`src/logic/seq_pkg.sv`:
```
/*
 * Shared definitions of the sequential integer core: widths, opcodes,
 * sequencer states, the two-format instruction word and the decode bus
 */
`default_nettype none

package seq_pkg;

	// ==============================
	// Widths and counts
	// ==============================
	localparam int value_width = 32;
	localparam int reg_count = 16;
	localparam int reg_addr_width = $clog2(reg_count);
	localparam int imm_width = 18;
	// The shift-and-add multiplier retires one multiplier bit per step
	localparam int mul_steps = value_width;
	localparam int mul_count_width = $clog2(mul_steps);

	typedef logic [value_width-1:0] value_t;
	typedef logic [31:0] pc_address_t;
	typedef logic [reg_addr_width-1:0] reg_addr_t;

	// Every instruction is one 32-bit word
	localparam pc_address_t pc_step = 32'd4;

	// ==============================
	// Encodings
	// ==============================
	typedef enum logic [1:0] {ifetch, decode, execute, writeback} e_seq_state;

	// Codes above op_jal are no-ops that write nothing
	typedef enum logic [3:0] {
		op_add, op_sub, op_and, op_or, op_xor,
		op_addi, op_andi, op_ori, op_mul, op_jal
	} e_opcode;

	typedef enum logic [2:0] {alu_add, alu_sub, alu_and, alu_or, alu_xor} e_alu_op;

	// Register format with the second source register
	typedef struct packed {
		e_opcode opcode;
		logic rtn;
		logic bitwise;
		reg_addr_t rd;
		reg_addr_t rs1;
		reg_addr_t rs2;
		logic [13:0] zero;
	} instr_r_t;

	// Immediate format, the low bits hold a signed constant
	typedef struct packed {
		e_opcode opcode;
		logic rtn;
		logic bitwise;
		reg_addr_t rd;
		reg_addr_t rs1;
		logic signed [imm_width-1:0] imm;
	} instr_i_t;

	typedef union packed {
		instr_r_t r;
		instr_i_t i;
	} instr_u;

	// Everything execute and writeback need to know about one instruction
	typedef struct packed {
		e_alu_op alu_op;
		logic alu;
		logic mul;
		logic jal;
		logic use_imm;
		logic rtn;
		logic bitwise;
		logic rtz;
		reg_addr_t rd;
		reg_addr_t rs1;
		reg_addr_t rs2;
		value_t imm;
	} decode_bus_t;

endpackage

`default_nettype wire

```
`src/logic/seq_if.sv`:
```
/*
 * Register read interface, two addresses out and two data words back
 */
`timescale 1ns/100ps
`default_nettype none

interface rf_read_if;

	seq_pkg::reg_addr_t rs1_addr;
	seq_pkg::reg_addr_t rs2_addr;
	seq_pkg::value_t rs1_data;
	seq_pkg::value_t rs2_data;

	// Readers present addresses and see the data in the same cycle
	modport reader(output rs1_addr, output rs2_addr, input rs1_data, input rs2_data);

	// The register file answers combinationally
	modport regfile(input rs1_addr, input rs2_addr, output rs1_data, output rs2_data);

endinterface

`default_nettype wire

```
`src/logic/seq_control.sv`:
```
/*
 * Sequencer control: state register, program counter and the latch that
 * holds the accepted instruction word for the rest of its life
 */
`timescale 1ns/100ps
`default_nettype none

module seq_control (
	input wire logic clk,
	input wire logic rst,
	input wire seq_pkg::instr_u instr,
	input wire logic instr_valid,
	input wire seq_pkg::decode_bus_t db,
	input wire seq_pkg::e_seq_state next_state,
	output seq_pkg::e_seq_state state,
	output logic fetch_req,
	output seq_pkg::pc_address_t pc,
	output seq_pkg::instr_u instr_q,
	output logic mul_start
);

	// The store is asked for a word for as long as the core sits in fetch
	assign fetch_req = (state == seq_pkg::ifetch);

	// Multiply operands are on the read ports during execute
	assign mul_start = (state == seq_pkg::execute) && db.mul;

	// ==============================
	// State and program counter
	// ==============================
	always_ff @(posedge clk) begin
		if (rst) begin
			state <= seq_pkg::ifetch;
			pc <= '0;
		end else begin
			case (state)
				// A valid strobe is only taken while fetching
				seq_pkg::ifetch: begin
					if (instr_valid)
						state <= seq_pkg::decode;
				end
				seq_pkg::decode: state <= seq_pkg::execute;
				seq_pkg::execute: state <= seq_pkg::writeback;
				seq_pkg::writeback: begin
					// Writeback decides how long it stays
					state <= next_state;
					// The pc moves on only when the instruction retires
					if (next_state == seq_pkg::ifetch) begin
						if (db.jal)
							pc <= pc + db.imm;
						else
							pc <= pc + seq_pkg::pc_step;
					end
				end
				default: state <= seq_pkg::ifetch;
			endcase
		end
	end

	// Instruction latch, loaded on the accepting edge
	always_ff @(posedge clk) begin
		if ((state == seq_pkg::ifetch) && instr_valid)
			instr_q <= instr;
	end

endmodule

`default_nettype wire

```
`src/logic/seq_decode.sv`:
```
/*
 * Instruction decoder, reads the word in its register or immediate view
 * and builds the decode bus
 */
`timescale 1ns/100ps
`default_nettype none

module seq_decode (
	input wire seq_pkg::instr_u instr,
	output seq_pkg::decode_bus_t db
);

	always_comb begin
		db = '0;
		// The fields up to rs1 sit in the same place in both views
		db.rd = instr.r.rd;
		db.rs1 = instr.r.rs1;
		db.rtn = instr.r.rtn;
		db.bitwise = instr.r.bitwise;
		case (instr.r.opcode)
			seq_pkg::op_add: begin db.alu = 1'b1; db.alu_op = seq_pkg::alu_add; end
			seq_pkg::op_sub: begin db.alu = 1'b1; db.alu_op = seq_pkg::alu_sub; end
			seq_pkg::op_and: begin db.alu = 1'b1; db.alu_op = seq_pkg::alu_and; end
			seq_pkg::op_or: begin db.alu = 1'b1; db.alu_op = seq_pkg::alu_or; end
			seq_pkg::op_xor: begin db.alu = 1'b1; db.alu_op = seq_pkg::alu_xor; end
			seq_pkg::op_addi: begin db.alu = 1'b1; db.use_imm = 1'b1; db.alu_op = seq_pkg::alu_add; end
			seq_pkg::op_andi: begin db.alu = 1'b1; db.use_imm = 1'b1; db.alu_op = seq_pkg::alu_and; end
			seq_pkg::op_ori: begin db.alu = 1'b1; db.use_imm = 1'b1; db.alu_op = seq_pkg::alu_or; end
			seq_pkg::op_mul: db.mul = 1'b1;
			// The jump offset travels as the immediate
			seq_pkg::op_jal: begin db.jal = 1'b1; db.use_imm = 1'b1; end
			default: ;
		endcase
		// Immediate forms have no rs2, register forms have no constant
		if (db.use_imm)
			db.imm = {{(seq_pkg::value_width-seq_pkg::imm_width){instr.i.imm[seq_pkg::imm_width-1]}},
				instr.i.imm};
		else
			db.rs2 = instr.r.rs2;
		// No write for r0 or for an opcode that produces nothing
		db.rtz = (db.rd == '0) || !(db.alu || db.mul || db.jal);
	end

endmodule

`default_nettype wire

```
`src/logic/seq_alu.sv`:
```
/*
 * Combinational ALU for the register and immediate forms
 */
`timescale 1ns/100ps
`default_nettype none

module seq_alu (
	input wire seq_pkg::decode_bus_t db,
	rf_read_if.reader rd_port,
	output seq_pkg::value_t alu_res
);

	seq_pkg::value_t opa;
	seq_pkg::value_t opb;

	// First operand is always rs1
	assign opa = rd_port.rs1_data;

	// Second operand is the sign-extended constant for immediate forms
	assign opb = db.use_imm ? db.imm : rd_port.rs2_data;

	always_comb begin
		case (db.alu_op)
			seq_pkg::alu_add: alu_res = opa + opb;
			seq_pkg::alu_sub: alu_res = opa - opb;
			seq_pkg::alu_and: alu_res = opa & opb;
			seq_pkg::alu_or: alu_res = opa | opb;
			seq_pkg::alu_xor: alu_res = opa ^ opb;
			default: alu_res = '0;
		endcase
	end

endmodule

`default_nettype wire

```
`src/logic/seq_mul.sv`:
```
/*
 * Iterative shift-and-add multiplier, one bit per clock, low word kept
 */
`timescale 1ns/100ps
`default_nettype none

module seq_mul (
	input wire logic clk,
	input wire logic rst,
	input wire logic start,
	rf_read_if.reader rd_port,
	output logic done,
	output seq_pkg::value_t product
);

	logic busy;
	logic [seq_pkg::mul_count_width-1:0] cnt;
	seq_pkg::value_t mcand;
	seq_pkg::value_t mplier;
	seq_pkg::value_t acc;
	seq_pkg::value_t sum;

	// Partial sum of this step; on the last step it is the full product
	assign sum = acc + (mplier[0] ? mcand : '0);
	assign product = sum;
	assign done = busy && (cnt == seq_pkg::mul_count_width'(seq_pkg::mul_steps - 1));

	// Step counter
	always_ff @(posedge clk) begin
		if (rst) begin
			busy <= 1'b0;
			cnt <= '0;
		end else if (start) begin
			busy <= 1'b1;
			cnt <= '0;
		end else if (busy) begin
			cnt <= cnt + 1'b1;
			if (done)
				busy <= 1'b0;
		end
	end

	// Operands are captured from the read ports at the start edge
	always_ff @(posedge clk) begin
		if (start) begin
			mcand <= rd_port.rs1_data;
			mplier <= rd_port.rs2_data;
			acc <= '0;
		end else if (busy) begin
			acc <= sum;
			mcand <= mcand << 1;
			mplier <= mplier >> 1;
		end
	end

endmodule

`default_nettype wire

```
`src/logic/seq_regfile.sv`:
```
/*
 * Register file, sixteen words, two combinational reads and one write,
 * r0 reads as zero
 */
`timescale 1ns/100ps
`default_nettype none

module seq_regfile (
	input wire logic clk,
	input wire logic rst,
	rf_read_if.regfile rd_port,
	input wire logic we,
	input wire seq_pkg::reg_addr_t wr_addr,
	input wire seq_pkg::value_t wr_data
);

	seq_pkg::value_t regs [seq_pkg::reg_count];

	// Writes to r0 are dropped
	always_ff @(posedge clk) begin
		if (rst) begin
			for (int i = 0; i < seq_pkg::reg_count; i++)
				regs[i] <= '0;
		end else if (we && (wr_addr != '0)) begin
			regs[wr_addr] <= wr_data;
		end
	end

	assign rd_port.rs1_data = (rd_port.rs1_addr == '0) ? '0 : regs[rd_port.rs1_addr];
	assign rd_port.rs2_data = (rd_port.rs2_addr == '0) ? '0 : regs[rd_port.rs2_addr];

endmodule

`default_nettype wire

```
`src/logic/seq_writeback.sv`:
```
/*
 * Writeback stage: picks the result source, applies the negate or
 * complement modifier, raises the write strobe and ends the instruction
 */
`timescale 1ns/100ps
`default_nettype none

module seq_writeback (
	input wire logic clk,
	input wire logic rst,
	input wire seq_pkg::e_seq_state state,
	output seq_pkg::e_seq_state next_state,
	input wire seq_pkg::decode_bus_t db,
	input wire seq_pkg::value_t alu_res,
	input wire seq_pkg::value_t mul_res,
	input wire seq_pkg::pc_address_t pc,
	input wire logic mul_done,
	output logic rfwr,
	output seq_pkg::reg_addr_t rd,
	output seq_pkg::value_t res
);

	// Negate with rtn alone, complement with rtn and bitwise
	function automatic seq_pkg::value_t modify(input seq_pkg::value_t v, input logic rtn,
		input logic bitwise);
		case ({rtn, bitwise})
			2'b10: return -v;
			2'b11: return ~v;
			default: return v;
		endcase
	endfunction

	// ==============================
	// Exit decision
	// ==============================
	// A multiply keeps the core here until the multiplier reports done
	always_comb begin
		next_state = state;
		if (state == seq_pkg::writeback) begin
			if (!db.mul || mul_done)
				next_state = seq_pkg::ifetch;
		end
	end

	// Strobe is a single-cycle pulse after the result is chosen
	always_ff @(posedge clk) begin
		if (rst)
			rfwr <= 1'b0;
		else
			rfwr <= (state == seq_pkg::writeback) && !db.rtz && (db.alu || db.jal || (db.mul && mul_done));
	end

	// Result and destination
	always_ff @(posedge clk) begin
		if (state == seq_pkg::writeback) begin
			rd <= db.rd;
			if (db.alu)
				res <= modify(alu_res, db.rtn, db.bitwise);
			else if (db.jal)
				res <= pc + seq_pkg::pc_step;
			else if (db.mul && mul_done)
				res <= modify(mul_res, db.rtn, db.bitwise);
		end
	end

endmodule

`default_nettype wire

```
`src/logic/seq_core.sv`:
```
/*
 * Sequential integer core top level, four-state sequencer around an ALU,
 * an iterative multiplier and a sixteen-entry register file
 */
`timescale 1ns/100ps
`default_nettype none

module seq_core (
	input wire logic clk,
	input wire logic rst,
	output logic fetch_req,
	output seq_pkg::pc_address_t pc,
	input wire logic [seq_pkg::value_width-1:0] instr,
	input wire logic instr_valid,
	output logic wb_we,
	output seq_pkg::reg_addr_t wb_rd,
	output seq_pkg::value_t wb_data
);

	seq_pkg::e_seq_state state;
	seq_pkg::e_seq_state next_state;
	seq_pkg::instr_u instr_q;
	seq_pkg::decode_bus_t db;
	seq_pkg::value_t alu_res;
	seq_pkg::value_t mul_res;
	logic mul_start;
	logic mul_done;

	rf_read_if rf ();

	// Source registers come straight from the decode bus
	assign rf.rs1_addr = db.rs1;
	assign rf.rs2_addr = db.rs2;

	seq_control u_control (.clk(clk), .rst(rst), .instr(instr), .instr_valid(instr_valid),
		.db(db), .next_state(next_state), .state(state), .fetch_req(fetch_req), .pc(pc),
		.instr_q(instr_q), .mul_start(mul_start));

	seq_decode u_decode (.instr(instr_q), .db(db));

	seq_alu u_alu (.db(db), .rd_port(rf.reader), .alu_res(alu_res));

	seq_mul u_mul (.clk(clk), .rst(rst), .start(mul_start), .rd_port(rf.reader),
		.done(mul_done), .product(mul_res));

	seq_regfile u_regfile (.clk(clk), .rst(rst), .rd_port(rf.regfile), .we(wb_we),
		.wr_addr(wb_rd), .wr_data(wb_data));

	seq_writeback u_writeback (.clk(clk), .rst(rst), .state(state), .next_state(next_state),
		.db(db), .alu_res(alu_res), .mul_res(mul_res), .pc(pc), .mul_done(mul_done),
		.rfwr(wb_we), .rd(wb_rd), .res(wb_data));

endmodule

`default_nettype wire

```
`config.mk`:
```
export PLATFORM = sky130hd
export DESIGN_NAME = seq_core
export DESIGN_NICKNAME = d
export VERILOG_FILES = /design/src/logic/seq_pkg.sv /design/src/logic/seq_if.sv /design/src/logic/seq_control.sv /design/src/logic/seq_decode.sv /design/src/logic/seq_alu.sv /design/src/logic/seq_mul.sv /design/src/logic/seq_regfile.sv /design/src/logic/seq_writeback.sv /design/src/logic/seq_core.sv
export SDC_FILE = /design/constraint.sdc
export NUM_CORES = 2
export LEC_CHECK = 0
export ABC_CLOCK_PERIOD_IN_PS = 11980
export BUFFER_PORTS_ARGS = -buffer_cell sky130_fd_sc_hd__buf_2
export CORE_MARGIN = 3
export CORE_UTILIZATION = 26
export DETAILED_ROUTE_END_ITERATION = 12
export GPL_TIMING_DRIVEN = 0
export PLACE_DENSITY_LB_ADDON = 0.25
export SETUP_SLACK_MARGIN = 0.1
export SYNTH_ARGS = -nofsm -noshare
export SYNTH_HDL_FRONTEND = slang
export SYNTH_SLANG_ARGS = --single-unit
```
`constraint.sdc`:
```
create_clock -name clk -period 11.98 [get_ports clk]
set_clock_uncertainty 0.15 [all_clocks]
set_input_delay 1.198 -clock clk [delete_from_list [all_inputs] [get_ports clk]]
set_output_delay 1.198 -clock clk [all_outputs]
set_load 0.005 [all_outputs]
```
Yosys cells after proc, flatten, opt, wreduce, memory -nomap -nowiden
Memory sizes are Yosys's and may differ from the RTL's. A register that Yosys moved wholly into a read port is not among the register bits.
Cells that the tools add are included.
Storage, ports and cells
  bits in registers: 205
  latch bits: 0
  memory bits (writable): 512
  ROM bits: 0
  input bits: 35
  output and inout port bits: 70
  word-level logic and storage cells: 116
  memories kept: 1
Cells by class
  add/subtract/negate cells: 8
  multipliers: 0
  div/mod/pow operators: 0
  magnitude comparators: 0
  equality and inequality tests: 20
  shift-type cells: 0
  mux-type cells: 37
  bitwise operators: 5
  reduce and logical (&&, ||, !) cells: 34
Memories
  u_regfile.regs: depth 16, width 32, read ports 2, clocked after Yosys merged registers in 1, wr ports 16, line seq_regfile.sv:17  | seq_pkg::value_t regs [seq_pkg::reg_count];
Operator list (count)
  32-bit 2-to-1 mux: 14
  32-bit one-hot mux with 5 select lines: 1
  32-bit one-hot mux with 2 select lines: 2
  32-bit adder: 3
  32-bit negator: 2
  32-bit inverter: 2
  32-bit by 3-bit adder with 32-bit output, second input constant: 1
  32-bit AND: 1
  32-bit OR: 1
  32-bit OR reduction: 1
  32-bit subtractor: 1
  32-bit bitwise XOR: 1
  4-bit one-hot mux with 5 select lines: 1
  4-bit by 3-bit equality test with 1-bit output, second input constant: 4
  4-bit zero test: 4
  1-bit 2-to-1 mux: 12
  4-bit 2-to-1 mux: 3
  2-bit equality test, second input constant: 4
  4-bit by 2-bit equality test with 1-bit output, second input constant: 2
  4-bit equality test, second input constant: 2
  2-bit one-hot mux with 4 select lines: 1
  2-bit OR reduction: 4
  1-bit logical AND: 7
  3-bit by 2-bit equality test with 1-bit output, second input constant: 2
  17 further kinds: 28

Depth between registers and ports, before layout
  depth in word-level cells: 12
  mapped depth: 32

Least setup slack after synthesis
Ideal clock, no wire load.
  path kind: register -> register
  start point: register u_control.instr_q[16] (netlist name)
  end point: register u_writeback.res[31] (data pin)
  library setup time: 0.268 ns
  arrival: 6.705 ns
  setup slack: 4.857 ns
  stages on the path, launching flop included: 29
  buffers on the path: 5
  period minus slack after synthesis: 7.123 ns
  cell sequence: edfxtp_1 > buf_2 > buf_1 > buf_2 > buf_1 > mux2_2 > a221o_1 > nand3_1 > nand3_1 > inv_1 > ha_1 > inv_1 > or3_1 > nor2_1 > a41oi_1 > xnor2_1 > ha_1 > clkbuf_1 > a211oi_1 > o21bai_1 > or2_2 > o41a_1 > a311o_1 > and4b_1 > or3_1 > nor4_1 > a41o_1 > xnor2_1 > o211ai_2
On the way
  word-level cells in the longest chain between the ends: 9
  elaborated cells between the ends (all ways): 16
  those cells by class: 3 x add/sub; 7 x mux; 4 x bitwise; 1 x reduce/logical; 1 x memory
Ends and longest elaborated chain
  from (decl): line seq_control.sv:18  | output seq_pkg::instr_u instr_q,
  from (signal assigned): line seq_control.sv:63  | instr_q <= instr;
  4-bit 2-to-1 mux: line seq_decode.sv:35  | if (db.use_imm)
  memory 16 x 32 bit / 4-bit zero test (equally long branches)
  32-bit 2-to-1 mux: line seq_regfile.sv:30  | assign rd_port.rs2_data = (rd_port.rs2_addr == '0) ? '0 : regs[rd_port.rs2_addr];
  32-bit 2-to-1 mux *: line seq_alu.sv:20  | assign opb = db.use_imm ? db.imm : rd_port.rs2_data;
  32-bit subtractor, or another cell as far along: line seq_alu.sv:25  | seq_pkg::alu_sub: alu_res = opa - opb;
  32-bit one-hot mux with 5 select lines *: line seq_alu.sv:23  | case (db.alu_op)
  32-bit negator / 32-bit inverter (equally long branches): line seq_writeback.sv:27, seq_writeback.sv:28
  32-bit one-hot mux with 2 select lines *: line seq_writeback.sv:26  | case ({rtn, bitwise})
  32-bit 2-to-1 mux *: line seq_writeback.sv:57  | if (db.alu)
  to (signal assigned): line seq_writeback.sv:58  | res <= modify(alu_res, db.rtn, db.bitwise);
  to (signal assigned): line seq_writeback.sv:60  | res <= pc + seq_pkg::pc_step;
  to (signal assigned): line seq_writeback.sv:62  | res <= modify(mul_res, db.rtn, db.bitwise);
  to (decl): line seq_writeback.sv:20  | output seq_pkg::value_t res
Every way passes the cells marked *; elsewhere a longest branch is shown, timed or not.
A chain may end at the register's enable or synchronous reset.

Worst setup path in the final report
  start point: register u_control.instr_q[15] (netlist name)
  end point: register u_writeback.res[27] (data pin)
The elaborated chain is that of the path after synthesis.

==> metrics.md <==
| Metric | Value |
|---|---|
| Status | complete, but fails checks |
| Failing checks | capacitance limit, slew limit |
| Max stage delay on crit path | 1260 ps |
| Worst r2r dst | u_writeback.res[27] |
| Design area | 0.0526 mm² |
| # port buffers | roughly 100 |
| Most frequent CP cell | clkbuf_1 |
| Clock latency at the later pin of the worst-skew pair | around 750 ps |
| Clock Root Buffer | clkbuf_16 |
| Final Wtd Congestion | just under 1 |
| Wire per inst | ~32 µm |
| Reg2Reg Depth | 29 |
| Commonest non-fill, non-tap cell in the layout | edfxtp_1 |
| FF+latch count, synth | approximately 700 |
| Total GRT Usage | 0.234 |
| Die height | 427 µm |
| Die Footprint | around 0.18 mm² |
| DRC | 0 |
| Buffers & Inverters on Critical Path | 7 |
| Post-synthesis compound-gate area fraction | 0.137 |
| CTS tree | built |
| Max_slew headroom | -0.0937 |
| Flop-to-flop setup slack | about 82 ps |
| Hpwl dp | around 160 mm |
| Layout cells sized above 1 | 0.124 |
| Worst Tran Pin Value | around 1600 ps |
| IO Pins | between 100 and 150 |
| Synthesized area per cell | between 10 and 15 µm² |
| Post-Synth Simple-Gate Area | 0.175 |
| Final antenna-violating net count | 0 |
| Placed Instance Area | between 0.04 and 0.05 mm² |
| Post-synthesis xor/xnor area fraction | 0.0349 |
| Finished Core Util | 0.300 |
| Core ar. | approximately 0.18 mm² |
| 1st-iter DRT viols | roughly 5,200 |
| Yosys cell types | approximately 100 |
| Largest net degree at the start of global routing | 47 |
| Vias per inst | 5.63 |
| CP startpoint | u_control.instr_q[15] |
| Post-synthesis mux area share | 0.117 |
| Crit path max fanout | 10 |
| Most frequent cells in the layout | edfxtp_1 (644), and2_1 (546), nand2_1 (300) |
| Fmax achieved | 84.0 MHz |
| CTS Hold Bufs | 0 |
| Pwr/cell area | about 150 mW/mm² |
| Fin crit share | 0.993 |
| RSZ-0062 raised after global routing | false |
| Max rail drop VDD | around 110 µV |
| Mapped Cells | 4,233 |
| CP required | 12,280 ps |
| H-tree depth | 3 |
| Chip width | between 400 and 500 µm |
| CP Class | flop to flop |
| # nets final | between 4,000 and 5,000 |
| Sequential area share after synthesis | 0.453 |
| Total CTS buffers | 84 |
| Delay-heaviest family, CP | buffers and inverters |
| Max Cap Viol | 10 |
| Post-synthesis adder-cell area fraction | 0.0455 |
| Antenna violations before repair | 23 |
| Post-CTS setup buffers | 0 |
| Worst EP arrival | about 12,000 ps |
| Startpoint types | flop |
| Reg2reg start | u_control.instr_q[15] |
| Detailed Routing Iterations Pass 1 | 7 |
| Worst path slowest cell | clkbuf_1 |
| Ys Warns | 0 |
| Crit. End Element | flop |
| Crit path to | u_writeback.res[27] |
| Asr flop ratio synth | 0 |
| Rows | 153 |
| Clock slew at reported path FFs | approximately 60 ps |
| Clock Sinks | 721 |
| Syn-to-layout area delta | 14.1% |
| Vias in the first global route | 36,700 |
| Static leakage power | ~19 nW |
| Hold Path Class | flop to flop |
| TNS Setup | 0 ps |
| EDFF count, synth | ~640 |
| Ys flop type | edfxtp_1 |
| First-pass GRT wire length | between 200 and 300 mm |
| Via Count | 38,700 |
| Starting Density | 0.263 |
| Final hold violation count | 0 |
| Final min period | between 10,000 and 15,000 ps |
| PostCTS Resize Cnt | 0 |
| Fillers | 18,200 |
| Synthesized area | 0.0461 mm² |
| Clock Tree Buf Depth | 3 |
| Gr ovfl total | 0 |
| Critical path depth | 29 |
| Slew Viols, Final | 84 |
| Main combinational cell family by area after synthesis | simple AND/OR/NAND/NOR gates |
| # setup viols final | 0 |
| WL final | around 220 mm |
[sequential cells by signal, indices dropped and copies added, names as in the netlist, named ones only]
| register | cells |
|---|---|
| u_control.instr_q | 32 |
| u_control.pc | 32 |
| u_control.state | 2 |
| u_mul.acc | 32 |
| u_mul.busy | 1 |
| u_mul.cnt | 5 |
| u_mul.mcand | 32 |
| u_mul.mplier | 32 |
| u_regfile.regs | 512 |
| u_writeback.rd | 4 |
| u_writeback.res | 32 |
| u_writeback.rfwr | 1 |
[layer usage]
metal	part of all wire	GRT usage	routed length [µm]
met3	0.10	0.0596	22300
met2	0.43	0.354	95100
met5	0.0012	0.00403	257
met1	0.40	0.306	88400
met4	0.061	0.119	13300
[through the flow]
step                      total power (W)  setup slack [ps]  instances  hold slack [ps]
after floorplan                   0.00449              4860       4264              277
after global placement            0.00535               647       6693              290
after detailed placement          0.00537               890       6703              286
after CTS                         0.00796               780       6856              304
after global routing              0.00829               312       6858              310
final                             0.00804              81.7       6870              299
[where the power goes]
part / switching (W) / internal (W)
Clock: 0.00117 / 0.00146
Combinational: 0.00163 / 0.000832
Sequential: 0.0000827 / 0.00287
[cell usage after synthesis, drive strengths merged, types with 26 or more instances]
cell,n,area (µm²)
edfxtp,644,19300
and2,547,3420
nand2,301,1130
clkbuf,241,906
nor2,239,900
o21ai,220,1110
mux4,167,3760
ha,163,2040
a21oi,137,697
xnor2,130,1150
inv,129,484
mux2i,118,1180
a211oi,81,613
dfxtp,77,1540
nand3,70,355
nor3,70,360
buf,69,362
nor2b,54,338
xor2,53,464
o211ai,46,355
a31oi,44,275
a21o,43,323
mux2,41,462
and3,34,214
a221oi,32,280
or2,29,181
nand4,26,163
o31ai,26,205
[area by class of cell]
class	count	area [µm²]	area share
Antenna cell	12	30.0	0.000571
Buffer	310	1280	0.0243
Clock buffer	111	2240	0.0427
Clock inverter	42	467	0.00887
Inverter	129	484	0.00920
Multi-Input combinational cell	3104	23600	0.449
Sequential cell	721	20900	0.397
Tap cell	2325	2910	0.0553
Timing Repair Buffer	116	683	0.0130
[logic make-up after synthesis]
logic type,after synthesis
XOR/XNOR,183
flip-flops,721
other,1
AND/OR/NAND/NOR,1496
buffers and inverters,439
multiplexers,326
AO/OA/AOI/OAI,901
adder cells (fa/ha/maj),166
[worst min-delay path by stage]
stage	startpoint	end	slack, ps	cells after the start
5_1_grt	u_control.instr_q[24]	u_writeback.rd[2]	310	0
6_report	u_control.instr_q[24]	u_writeback.rd[2]	300	0
3_5_place_dp	u_control.instr_q[24]	u_writeback.rd[2]	290	0
4_1_cts	u_control.instr_q[24]	u_writeback.rd[2]	300	0
3_3_place_gp	u_control.instr_q[22]	u_writeback.rd[0]	290	0
2_1_floorplan	u_control.instr_q[23]	u_writeback.rd[1]	280	0
No activity file was read; power rests on OpenSTA's default activity.
